$ cat config.mk
export PLATFORM = sky130hd
export DESIGN_NAME = mipsAluTop
export DESIGN_NICKNAME = d
export VERILOG_FILES = /design/src/mipsAluPkg.sv /design/src/aluOpIf.sv /design/src/aluResultIf.sv /design/src/aluDecode.sv /design/src/aluExecute.sv /design/src/aluResult.sv /design/src/mipsAluTop.sv
export SDC_FILE = /design/constraint.sdc
export NUM_CORES = 2
export LEC_CHECK = 0
export ABC_AREA = 1
export BUFFER_PORTS_ARGS = -buffer_cell sky130_fd_sc_hd__buf_2
export CAP_MARGIN = 20
export CORE_MARGIN = 5
export CORE_UTILIZATION = 29
export DETAILED_ROUTE_END_ITERATION = 8
export PLACE_DENSITY = 0.51
export SLEW_MARGIN = 10
export SYNTH_ARGS = -nofsm -noshare
export SYNTH_HDL_FRONTEND = slang
export SYNTH_SLANG_ARGS = --single-unit
$ cat constraint.sdc
create_clock -name Clk -period 6.2 [get_ports Clk]
set_input_delay 0.93 -clock Clk [delete_from_list [all_inputs] [get_ports Clk]]
set_output_delay 0.93 -clock Clk [all_outputs]
set_load 0.1 [all_outputs]
$ cat src/mipsAluPkg.sv
package mipsAluPkg;

    ////////////////////
    // Widths
    ////////////////////
    localparam int DataW  = 32;
    localparam int AddrW  = 5;     // APB offset bits
    localparam int ShamtW = 5;     // MIPS shamt field

    ////////////////////
    // ALU control codes
    ////////////////////
    typedef enum logic [3:0] {
        aluClear = 4'd0,    // Also used for illegal instructions
        aluAdd   = 4'd1,
        aluSub   = 4'd2,
        aluMul   = 4'd3,    // Low half of product only
        aluSge   = 4'd4,
        aluSne   = 4'd5,
        aluSgt   = 4'd6,
        aluSle   = 4'd7,
        aluSlt   = 4'd8,
        aluAnd   = 4'd10,   // Code 9 left unused
        aluOr    = 4'd11,
        aluNor   = 4'd12,
        aluXor   = 4'd13,
        aluSll   = 4'd14,
        aluSrl   = 4'd15
    } aluCtrlT;

    // Primary opcodes in instr[31:26]
    localparam logic [5:0] OpRType    = 6'h00;
    localparam logic [5:0] OpSge      = 6'h01;
    localparam logic [5:0] OpSne      = 6'h05;
    localparam logic [5:0] OpSle      = 6'h06;
    localparam logic [5:0] OpSgt      = 6'h07;
    localparam logic [5:0] OpSpecial2 = 6'h1C;

    // Function codes in instr[5:0]
    localparam logic [5:0] FnSll  = 6'h00;
    localparam logic [5:0] FnSrl  = 6'h02;
    localparam logic [5:0] FnAdd  = 6'h20;
    localparam logic [5:0] FnAddu = 6'h21;
    localparam logic [5:0] FnSub  = 6'h22;
    localparam logic [5:0] FnAnd  = 6'h24;
    localparam logic [5:0] FnOr   = 6'h25;
    localparam logic [5:0] FnXor  = 6'h26;
    localparam logic [5:0] FnNor  = 6'h27;
    localparam logic [5:0] FnSlt  = 6'h2A;
    localparam logic [5:0] FnMul  = 6'h02;   // Only under OpSpecial2

    ////////////////////
    // Register map
    ////////////////////
    localparam logic [AddrW-1:0] RegOpA    = 5'h00;
    localparam logic [AddrW-1:0] RegOpB    = 5'h04;
    localparam logic [AddrW-1:0] RegInstr  = 5'h08;  // Write issues
    localparam logic [AddrW-1:0] RegResult = 5'h0C;  // Read only
    localparam logic [AddrW-1:0] RegStatus = 5'h10;  // Read only
    localparam logic [AddrW-1:0] RegCount  = 5'h14;  // Read only

    // Status register bits
    localparam int StZero    = 0;
    localparam int StDone    = 1;
    localparam int StIllegal = 2;

endpackage

$ cat src/aluOpIf.sv
// One decoded operation from decode to execute
interface aluOpIf;
    import mipsAluPkg::*;

    logic              valid;    // Single-cycle pulse per issue
    aluCtrlT           ctrl;
    logic [DataW-1:0]  a;
    logic [DataW-1:0]  b;
    logic [ShamtW-1:0] shamt;
    logic              illegal;  // Decode failed and ctrl is clear

    modport driver (
        output valid, ctrl, a, b, shamt, illegal
    );

    modport receiver (
        input valid, ctrl, a, b, shamt, illegal
    );

endinterface

$ cat src/aluResultIf.sv
// Captured result and status from result stage back to decode
interface aluResultIf;
    import mipsAluPkg::*;

    logic [DataW-1:0] result;
    logic             zero;     // Result equals 0
    logic             done;
    logic             illegal;  // Last captured op was illegal
    logic [DataW-1:0] count;    // Completed operations

    modport driver (
        output result, zero, done, illegal, count
    );

    modport receiver (
        input result, zero, done, illegal, count
    );

endinterface

$ cat src/aluDecode.sv
module aluDecode (
    input  logic                         Clk,
    input  logic                         rstN,
    input  logic                         psel,
    input  logic                         penable,
    input  logic                         pwrite,
    input  logic [mipsAluPkg::AddrW-1:0] paddr,
    input  logic [mipsAluPkg::DataW-1:0] pwdata,
    output logic [mipsAluPkg::DataW-1:0] prdata,
    output logic                         pslverr,
    aluOpIf.driver                       op,
    aluResultIf.receiver                 res
);
    import mipsAluPkg::*;

    logic              access;
    logic              wrAccess;
    logic              issueNow;
    logic              mapped;
    logic              readOnly;
    logic [DataW-1:0]  opA;
    logic [DataW-1:0]  opB;
    logic [DataW-1:0]  instrReg;
    logic [DataW-1:0]  status;
    logic [5:0]        opcode;
    logic [5:0]        funct;
    logic [ShamtW-1:0] shamt;
    aluCtrlT           decCtrl;
    logic              decIllegal;

    assign access   = psel && penable;   // APB access phase with pready always 1
    assign wrAccess = access && pwrite;
    assign issueNow = wrAccess && (paddr == RegInstr);

    // MIPS fields straight off the write bus
    assign opcode = pwdata[31:26];
    assign shamt  = pwdata[10:6];
    assign funct  = pwdata[5:0];

    ////////////////////
    // Instruction decode
    ////////////////////
    always_comb begin
        decCtrl    = aluClear;
        decIllegal = 1'b0;
        case (opcode)
            OpRType: begin
                case (funct)
                    FnSll:         decCtrl = aluSll;
                    FnSrl:         decCtrl = aluSrl;
                    FnAdd, FnAddu: decCtrl = aluAdd;   // No overflow trap
                    FnSub:         decCtrl = aluSub;
                    FnAnd:         decCtrl = aluAnd;
                    FnOr:          decCtrl = aluOr;
                    FnXor:         decCtrl = aluXor;
                    FnNor:         decCtrl = aluNor;
                    FnSlt:         decCtrl = aluSlt;
                    default:       decIllegal = 1'b1;
                endcase
            end
            OpSpecial2: begin
                if (funct == FnMul) begin
                    decCtrl = aluMul;
                end else begin
                    decIllegal = 1'b1;
                end
            end
            OpSge:   decCtrl = aluSge;
            OpSne:   decCtrl = aluSne;
            OpSle:   decCtrl = aluSle;
            OpSgt:   decCtrl = aluSgt;
            default: decIllegal = 1'b1;
        endcase
    end

    // Address map classification
    always_comb begin
        mapped   = 1'b1;
        readOnly = 1'b0;
        case (paddr)
            RegOpA, RegOpB, RegInstr:       readOnly = 1'b0;
            RegResult, RegStatus, RegCount: readOnly = 1'b1;
            default:                        mapped   = 1'b0;
        endcase
    end

    assign pslverr = access && (!mapped || (pwrite && readOnly) ||
                                (issueNow && decIllegal));

    // Host-visible registers
    always_ff @(posedge Clk) begin
        if (!rstN) begin
            opA      <= '0;
            opB      <= '0;
            instrReg <= '0;
        end else if (wrAccess) begin
            case (paddr)
                RegOpA:   opA      <= pwdata;
                RegOpB:   opB      <= pwdata;
                RegInstr: instrReg <= pwdata;  // Kept even when illegal
                default:  ;
            endcase
        end
    end

    ////////////////////
    // Issue to execute
    ////////////////////
    always_ff @(posedge Clk) begin
        if (!rstN) begin
            op.valid <= 1'b0;
        end else begin
            op.valid <= issueNow;   // One pulse per instruction write
        end
    end

    always_ff @(posedge Clk) begin
        if (issueNow) begin
            op.ctrl    <= decCtrl;
            op.a       <= opA;
            op.b       <= opB;
            op.shamt   <= shamt;
            op.illegal <= decIllegal;
        end
    end

    // Readback
    always_comb begin
        status            = '0;
        status[StZero]    = res.zero;
        status[StDone]    = res.done;
        status[StIllegal] = res.illegal;
    end

    always_comb begin
        case (paddr)
            RegOpA:    prdata = opA;
            RegOpB:    prdata = opB;
            RegInstr:  prdata = instrReg;
            RegResult: prdata = res.result;
            RegStatus: prdata = status;
            RegCount:  prdata = res.count;
            default:   prdata = '0;
        endcase
    end

endmodule

$ cat src/aluExecute.sv
module aluExecute (
    input  logic                         Clk,
    input  logic                         rstN,
    aluOpIf.receiver                     op,
    output logic                         resValid,
    output logic [mipsAluPkg::DataW-1:0] resData,
    output logic                         resIllegal
);
    import mipsAluPkg::*;

    logic [DataW-1:0] aluOut;
    logic             diffSign;
    logic             eq;
    logic             signLt;

    // Signed compare via sign bits and magnitude when signs agree
    assign diffSign = op.a[DataW-1] ^ op.b[DataW-1];
    assign eq       = (op.a == op.b);
    assign signLt   = diffSign ? op.a[DataW-1] : (op.a < op.b);  // Negative a wins

    ////////////////////
    // ALU
    ////////////////////
    always_comb begin
        case (op.ctrl)
            aluClear: aluOut = '0;
            aluAdd:   aluOut = op.a + op.b;
            aluSub:   aluOut = op.a - op.b;
            aluMul:   aluOut = op.a * op.b;          // Upper half dropped
            aluSge:   aluOut = DataW'(!signLt);
            aluSne:   aluOut = DataW'(!eq);
            aluSgt:   aluOut = DataW'(!signLt && !eq);
            aluSle:   aluOut = DataW'(signLt || eq);
            aluSlt:   aluOut = DataW'(signLt);
            aluAnd:   aluOut = op.a & op.b;
            aluOr:    aluOut = op.a | op.b;
            aluNor:   aluOut = ~(op.a | op.b);
            aluXor:   aluOut = op.a ^ op.b;
            aluSll:   aluOut = op.b << op.shamt;     // Shifts act on b
            aluSrl:   aluOut = op.b >> op.shamt;     // Logical with zero fill
            default:  aluOut = '0;
        endcase
    end

    always_ff @(posedge Clk) begin
        if (!rstN) begin
            resValid <= 1'b0;
        end else begin
            resValid <= op.valid;
        end
    end

    // Payload only moves with a valid op
    always_ff @(posedge Clk) begin
        if (op.valid) begin
            resData    <= aluOut;
            resIllegal <= op.illegal;
        end
    end

endmodule

$ cat src/aluResult.sv
module aluResult (
    input  logic                         Clk,
    input  logic                         rstN,
    input  logic                         resValid,
    input  logic [mipsAluPkg::DataW-1:0] resData,
    input  logic                         resIllegal,
    input  logic                         issue,     // Decode op valid
    aluResultIf.driver                   res
);
    import mipsAluPkg::*;

    // Zero follows the captured value so reset gives zero set
    assign res.zero = (res.result == '0);

    ////////////////////
    // Capture
    ////////////////////
    always_ff @(posedge Clk) begin
        if (!rstN) begin
            res.result  <= '0;
            res.illegal <= 1'b0;
            res.count   <= '0;
        end else if (resValid) begin
            res.result  <= resData;
            res.illegal <= resIllegal;            // Latched per operation
            res.count   <= res.count + DataW'(1); // Wraps at 2^32
        end
    end

    // Done drops on issue and rises on capture
    always_ff @(posedge Clk) begin
        if (!rstN) begin
            res.done <= 1'b0;
        end else if (issue) begin
            res.done <= 1'b0;    // Newer op still in flight
        end else if (resValid) begin
            res.done <= 1'b1;
        end
    end

endmodule

$ cat src/mipsAluTop.sv
module mipsAluTop (
    input  logic                         Clk,
    input  logic                         rstN,
    input  logic                         psel,
    input  logic                         penable,
    input  logic                         pwrite,
    input  logic [mipsAluPkg::AddrW-1:0] paddr,
    input  logic [mipsAluPkg::DataW-1:0] pwdata,
    output logic [mipsAluPkg::DataW-1:0] prdata,
    output logic                         pready,
    output logic                         pslverr
);
    import mipsAluPkg::*;

    logic             resValid;
    logic             resIllegal;
    logic [DataW-1:0] resData;

    aluOpIf     opBus ();
    aluResultIf resBus ();

    assign pready = 1'b1;   // No wait states

    // APB slave and decode
    aluDecode i_aluDecode (
        .Clk     (Clk),
        .rstN    (rstN),
        .psel    (psel),
        .penable (penable),
        .pwrite  (pwrite),
        .paddr   (paddr),
        .pwdata  (pwdata),
        .prdata  (prdata),
        .pslverr (pslverr),
        .op      (opBus.driver),
        .res     (resBus.receiver)
    );

    aluExecute i_aluExecute (
        .Clk        (Clk),
        .rstN       (rstN),
        .op         (opBus.receiver),
        .resValid   (resValid),
        .resData    (resData),
        .resIllegal (resIllegal)
    );

    aluResult i_aluResult (
        .Clk        (Clk),
        .rstN       (rstN),
        .resValid   (resValid),
        .resData    (resData),
        .resIllegal (resIllegal),
        .issue      (opBus.valid),   // Clears done
        .res        (resBus.driver)
    );

endmodule

### After elaboration in Yosys (flattened, before gate mapping)

Cells that the tools add are included.

| cells by class | value |
|---|---|
| add/subtract/negate cells | 3 |
| $mul | 1 |
| $lt $le $gt $ge | 1 |
| equal/unequal tests | 34 |
| shifts and indexed selects | 2 |
| multiplexer cells | 11 |
| bitwise operators | 6 |
| reduce and logical (&&, ||, !) cells | 26 |

Operators with widths:

| kind | number |
|---|---|
| $pmux W32 S14 | 1 |
| $pmux W32 S6 | 1 |
| $eq A6 B6 Y1 const B | 8 |
| $pmux W4 S9 | 1 |
| $add A32 B1 Y32 const B | 1 |
| $add A32 B32 Y32 | 1 |
| $and A32 B32 Y32 | 1 |
| $eq A32 B32 Y1 | 1 |
| $logic_not A32 Y1 | 1 |
| $lt A32 B32 Y1 | 1 |
| $mul A32 B32 Y32 | 1 |
| $not A32 Y32 | 1 |
| $or A32 B32 Y32 | 1 |
| $shl A32 B5 Y32 | 1 |
| $shr A32 B5 Y32 | 1 |
| $sub A32 B32 Y32 | 1 |
| $xor A32 B32 Y32 | 1 |
| $eq A4 B4 Y1 const B | 7 |
| $pmux W4 S6 | 1 |
| $eq A6 B3 Y1 const B | 3 |
| $eq A4 B3 Y1 const B | 4 |
| $logic_not A6 Y1 | 2 |
| $eq A5 B4 Y1 const B | 2 |
| $eq A5 B5 Y1 const B | 2 |
| other kinds (21) | 39 |

| storage, ports and cells | value |
|---|---|
| bits in registers | 271 |
| input port bits | 42 |
| output and inout port bits | 34 |
| word-level logic and storage cells | 100 |

### Longest topological paths before layout

| logic depth | value |
|---|---|
| word-level depth | 7 |
| depth in mapped cells | 36 |
| mapped depth without buffers | 34 |

### Modules after synthesis

Synthesis repeated with hierarchy kept, for this count alone.

| unflattened totals | value |
|---|---|
| cells, all modules | 5173 |
| area, all modules | 36503.8 sq um |

By module, submodules not included:

| module | instances | cells each | area each (sq um) | sequential area each (sq um) |
|---|---|---|---|---|
| aluExecute | 1 | 3969 | 26489.2 | 1011.0 |
| aluDecode | 1 | 770 | 6964.2 | 4164.0 |
| aluResult | 1 | 432 | 3039.2 | 1321.3 |
| mipsAluTop | 1 | 2 | 11.3 | 0.0 |

### Worst setup path after synthesis

Ideal clock, no wire load.

| path | value |
|---|---|
| path type | register to register |
| start | reg i_aluDecode.op.b[2] |
| end | reg i_aluExecute.resData[31] (netlist bit) (data pin) |
| setup time | 0.262 ns |
| arrival time | 6.441 ns |
| required time | 5.938 ns |
| setup slack | -0.503 ns |
| cell stages (with the launch flop) | 30 |
| path buffers | 2 |
| period minus slack after synthesis | 6.703 ns |
| cell sequence | edfxtp_1 clkbuf_1 clkbuf_1 nand2_1 inv_1 fa_1 inv_1 fa_1 fa_1 fa_1 inv_1 fa_1 inv_1 fa_1 inv_1 fa_1 fa_1 ha_1 nand2_1 nor2_1 inv_1 nor3_1 nand3_1 nand3_1 nand2_1 nand2_1 a21oi_1 nand3b_1 nand3_1 nand3_1 |

| between the ends | value |
|---|---|
| word-level cells in the longest chain between the ends | 2 |
| elaborated cells between the ends (all ways) | 6 |
| those cells by class | add/sub: 2; mul: 1; shift: 2; mux: 1 |

RTL lines:

| what | line | RTL |
|---|---|---|
| start: declaration | aluOpIf.sv:13 | `output valid, ctrl, a, b, shamt, illegal` |
| start signal: assignment | aluDecode.sv:121 | `op.b <= opB;` |
| $mul A32 B32 Y32, or another cell as far along | aluExecute.sv:29 | `aluMul: aluOut = op.a * op.b;` |
| $pmux W32 S14 (*) | aluExecute.sv:25 | `case (op.ctrl)` |
| via i_aluExecute.aluOut[31] | aluExecute.sv:11 | `logic [DataW-1:0] aluOut;` |
| end signal: assignment | aluExecute.sv:56 | `resData <= aluOut;` |
| end: declaration | aluExecute.sv:6 | `output logic [mipsAluPkg::DataW-1:0] resData,` |

The timed path passes the listed nets; every way through them passes the cells marked *.
A chain may end at the register's enable or synchronous reset.

### Worst setup path in the final report

| path | value |
|---|---|
| start | reg i_aluDecode.op.b[3] |
| end | reg i_aluExecute.resData[29] (netlist bit) (data pin) |

The elaborated chain is that of the path after synthesis.

==> results_dict.tcl <==
set metrics [dict create \
    dp.cells 6876 \
    synth-async-reset-ratio_pct 0 \
    rsz0062_at_grt "true" \
    antenna_found_initial 8 \
    post-synth-top-area-cell "sky130_fd_sc_hd__fa_1" \
    synth.most_common_cell "sky130_fd_sc_hd__nand2_1" \
    period_needed_ps 6890 \
    wl_um 157000 \
    final_layout_size_suffix_gt1_share_pct 15.8 \
    leakage_power_uw 0.0218 \
    portBuffers 74 \
    setup_viol 22 \
    routed-via-count 34809 \
    hold_violations 0 \
    max_cap_viol_count 0 \
    cts.reportedPaths.clkPinSlew_ps 60 \
    hold_path_class "reg2reg" \
    worstSetupStartpointType "flip-flop" \
    drc 0 \
    first_global_vias 34431 \
    post_synth_num_cell_types 69 \
    synthToLayoutAreaGrowth_pct 21.6 \
    cts_buffers 34 \
    postSynthNetCount 5733 \
    clock_skew_after_layout_ps 30.4 \
    drt_first_pass_iters 6 \
    achievable-frequency_mhz 145 \
    place_congestion 1.01 \
    edff_count_synth 107 \
    filler_free_cell_count_of_the_finished_design 6996 \
    clk_root_buffer_cell "sky130_fd_sc_hd__clkbuf_16" \
    netlist_instances 5061 \
    tritoncts "built" \
    route.detailed.vias_per_inst 4.98 \
    clock-sinks 271 \
    critical_path_s_most_frequent_cell "sky130_fd_sc_hd__fa_1" \
    post_synth_top_flop "sky130_fd_sc_hd__dfxtp_1" \
    final_max_slew_viol_count 0 \
    cts.hold.buffers_added 0 \
    clock_tree.buffer_depth 3 \
    totalPowerFinal_uw 4090 \
    timing.critical_path.required_ps 6460 \
    fin_crit_sh_pct 111 \
    critical_path.n_buffers_inverters 7 \
    floorplan.io_pins 76 \
    cp_data_arrival_time_ps 7160 \
    ir_worst_vdd_mv 0.191 \
    clk_latency_worst_skew_pair_ps 570 \
    detail_route_antenna_nets 0 \
    grt_use_total_pct 23.5 \
    top_cell_type_s_share_of_synthesized_area_pct 22.9 \
    timing.critical_path.to_type "flip-flop" \
    pin_count_of_the_biggest_net_entering_global_routing 83 \
    critical_path.top_delay_family "adder cells" \
    placeableCoreArea_sq_um 123000 \
    grt_first_pass_wirelength_um 231000 \
    violations "negative setup slack" \
    grt_remaining_overflow 0 \
    p_per_area_nw_per_um2 93.7 \
    hold_slack_ps 416 \
    setup_total_negative_slack_ps -9350 \
    ys_seq_elements 271 \
    max_slew_margin_pct 12.1 \
    wire_per_inst_um 22.4 \
    die_w_um 362 \
    fin_nets 6003 \
    hpwl_um 127000 \
    synthesis.area_per_instance_sq_um 7.09 \
    cpPeakStageDelay_ps 560 \
    first_iter_violations 3127 \
    path_class "reg2reg" \
    tightestPinTransition_ps 1280 \
    post-place-ws_ps -956 \
    cts_max_level 2 \
    crit_path_top_delay_cell "sky130_fd_sc_hd__fa_1" \
    worst_slack_ps -693 \
    yosysSeqAreaShare_pct 18.1 \
    run_status "finished with violations" \
    dieHeight_um 362 \
    start_util_pct 29.1 \
    netlist_area_sq_um 35900 \
    critical_path_peak_fanout 5 \
    yosys_warnings 0 \
    row_count 129 \
    post_synth_main_area_contributors "sky130_fd_sc_hd__fa_1 (23%), sky130_fd_sc_hd__nand2_1 (12%), sky130_fd_sc_hd__inv_1 (11%), sky130_fd_sc_hd__dfxtp_1 (9.2%), sky130_fd_sc_hd__edfxtp_1 (9.0%)" \
    ys_top_cells_by_count "sky130_fd_sc_hd__nand2_1 (1,137), sky130_fd_sc_hd__inv_1 (1,093), sky130_fd_sc_hd__fa_1 (410)" \
    die_area_sq_um 131000 \
]
## layout make-up
cell class,count,area [sq um]
Clock buffer,46,958
Fill cell,13216,79700
Antenna cell,2,5.00
Tap cell,1637,2050
Multi-Input combinational cell,3413,25300
Timing Repair Buffer,500,4360
Sequential cell,271,6500
Clock inverter,16,233
Inverter,1111,4170
## sequential cells by signal, indices dropped and copies added (netlist names), 4 cells and up
signal / count
i_aluDecode.op.shamt: 5
i_aluDecode.op.ctrl: 4
i_aluResult.res.count: 32
i_aluDecode.opA: 32
i_aluDecode.opB: 32
i_aluDecode.instrReg: 32
i_aluDecode.op.b: 32
i_aluExecute.resData: 32
i_aluResult.res.result: 32
i_aluDecode.op.a: 32
## repair_timing
item | in CTS | in global routing
gates resized for setup | 244 | 90
setup endpoints to repair | 22 | 25
gates cloned | 2 | 0
endpoints found under the hold margin | 0 | 0
setup buffers | 59 | 6
pin swaps | 147 | 90
## cells in the final DEF, fill, tap and decap left out, types with 50 or more instances in the layout
master / count
sky130_fd_sc_hd__nand2_1: 1101
sky130_fd_sc_hd__inv_1: 1059
sky130_fd_sc_hd__fa_1: 383
sky130_fd_sc_hd__o21ai_0: 352
sky130_fd_sc_hd__buf_4: 333
sky130_fd_sc_hd__nor2_1: 305
sky130_fd_sc_hd__a21oi_1: 288
sky130_fd_sc_hd__ha_1: 180
sky130_fd_sc_hd__dfxtp_1: 163
sky130_fd_sc_hd__nand3_1: 160
sky130_fd_sc_hd__edfxtp_1: 107
sky130_fd_sc_hd__buf_2: 73
sky130_fd_sc_hd__o211ai_1: 50
## per-layer routing
metal	part of all wire (%)	vias up	track usage, %
met3	6.1	212	2.85
met1	44	17027	32.4
met2	45	1251	38.3
met4	4.0	2	7.71
met5	0.0096	-	0
li1	-	16317	-
## through the flow
| stage | instance area [sq um] | util (%) |
|---|---|---|
| finish | 43600 | 35.4 |
| global route | 43600 | 35.4 |
| floorplan | 36100 | - |
| CTS | 43200 | 35.1 |
| detailed placement | 40600 | 32.9 |
| global placement | 40600 | 32.9 |
## final timing paths
path	startpoint	depth (start not counted)	slack (ps)	to
max reg2reg	i_aluDecode.op.b[3]	26	-690	i_aluExecute.resData[29]
min reg2reg	i_aluDecode.op.illegal	0	420	i_aluExecute.resIllegal
max	i_aluDecode.op.b[3]	26	-690	i_aluExecute.resData[29]
min	i_aluDecode.op.illegal	0	420	i_aluExecute.resIllegal
## where the power goes
group | internal (uW) | switching, uW
Combinational | 32.0 | 95.0
Clock | 1240 | 871
Sequential | 1840 | 3.53
Total | 3120 | 969
## cells by family (layout without fill, tap and decap cells)
group	count (synthesis)	count (layout)	share of synthesized area [%]
adders and majority gates	630	630	30.6
buffers and inverters	1377	1673	14.8
AOI/OAI and AO/OA	940	940	14.8
and+or+nand+nor	1804	1804	20.7
DFF	271	271	18.1
xor gates and xnor gates	24	24	0.586
other	1	3	0.0105
muxes	14	14	0.391
(Power assumes the default switching activity.)
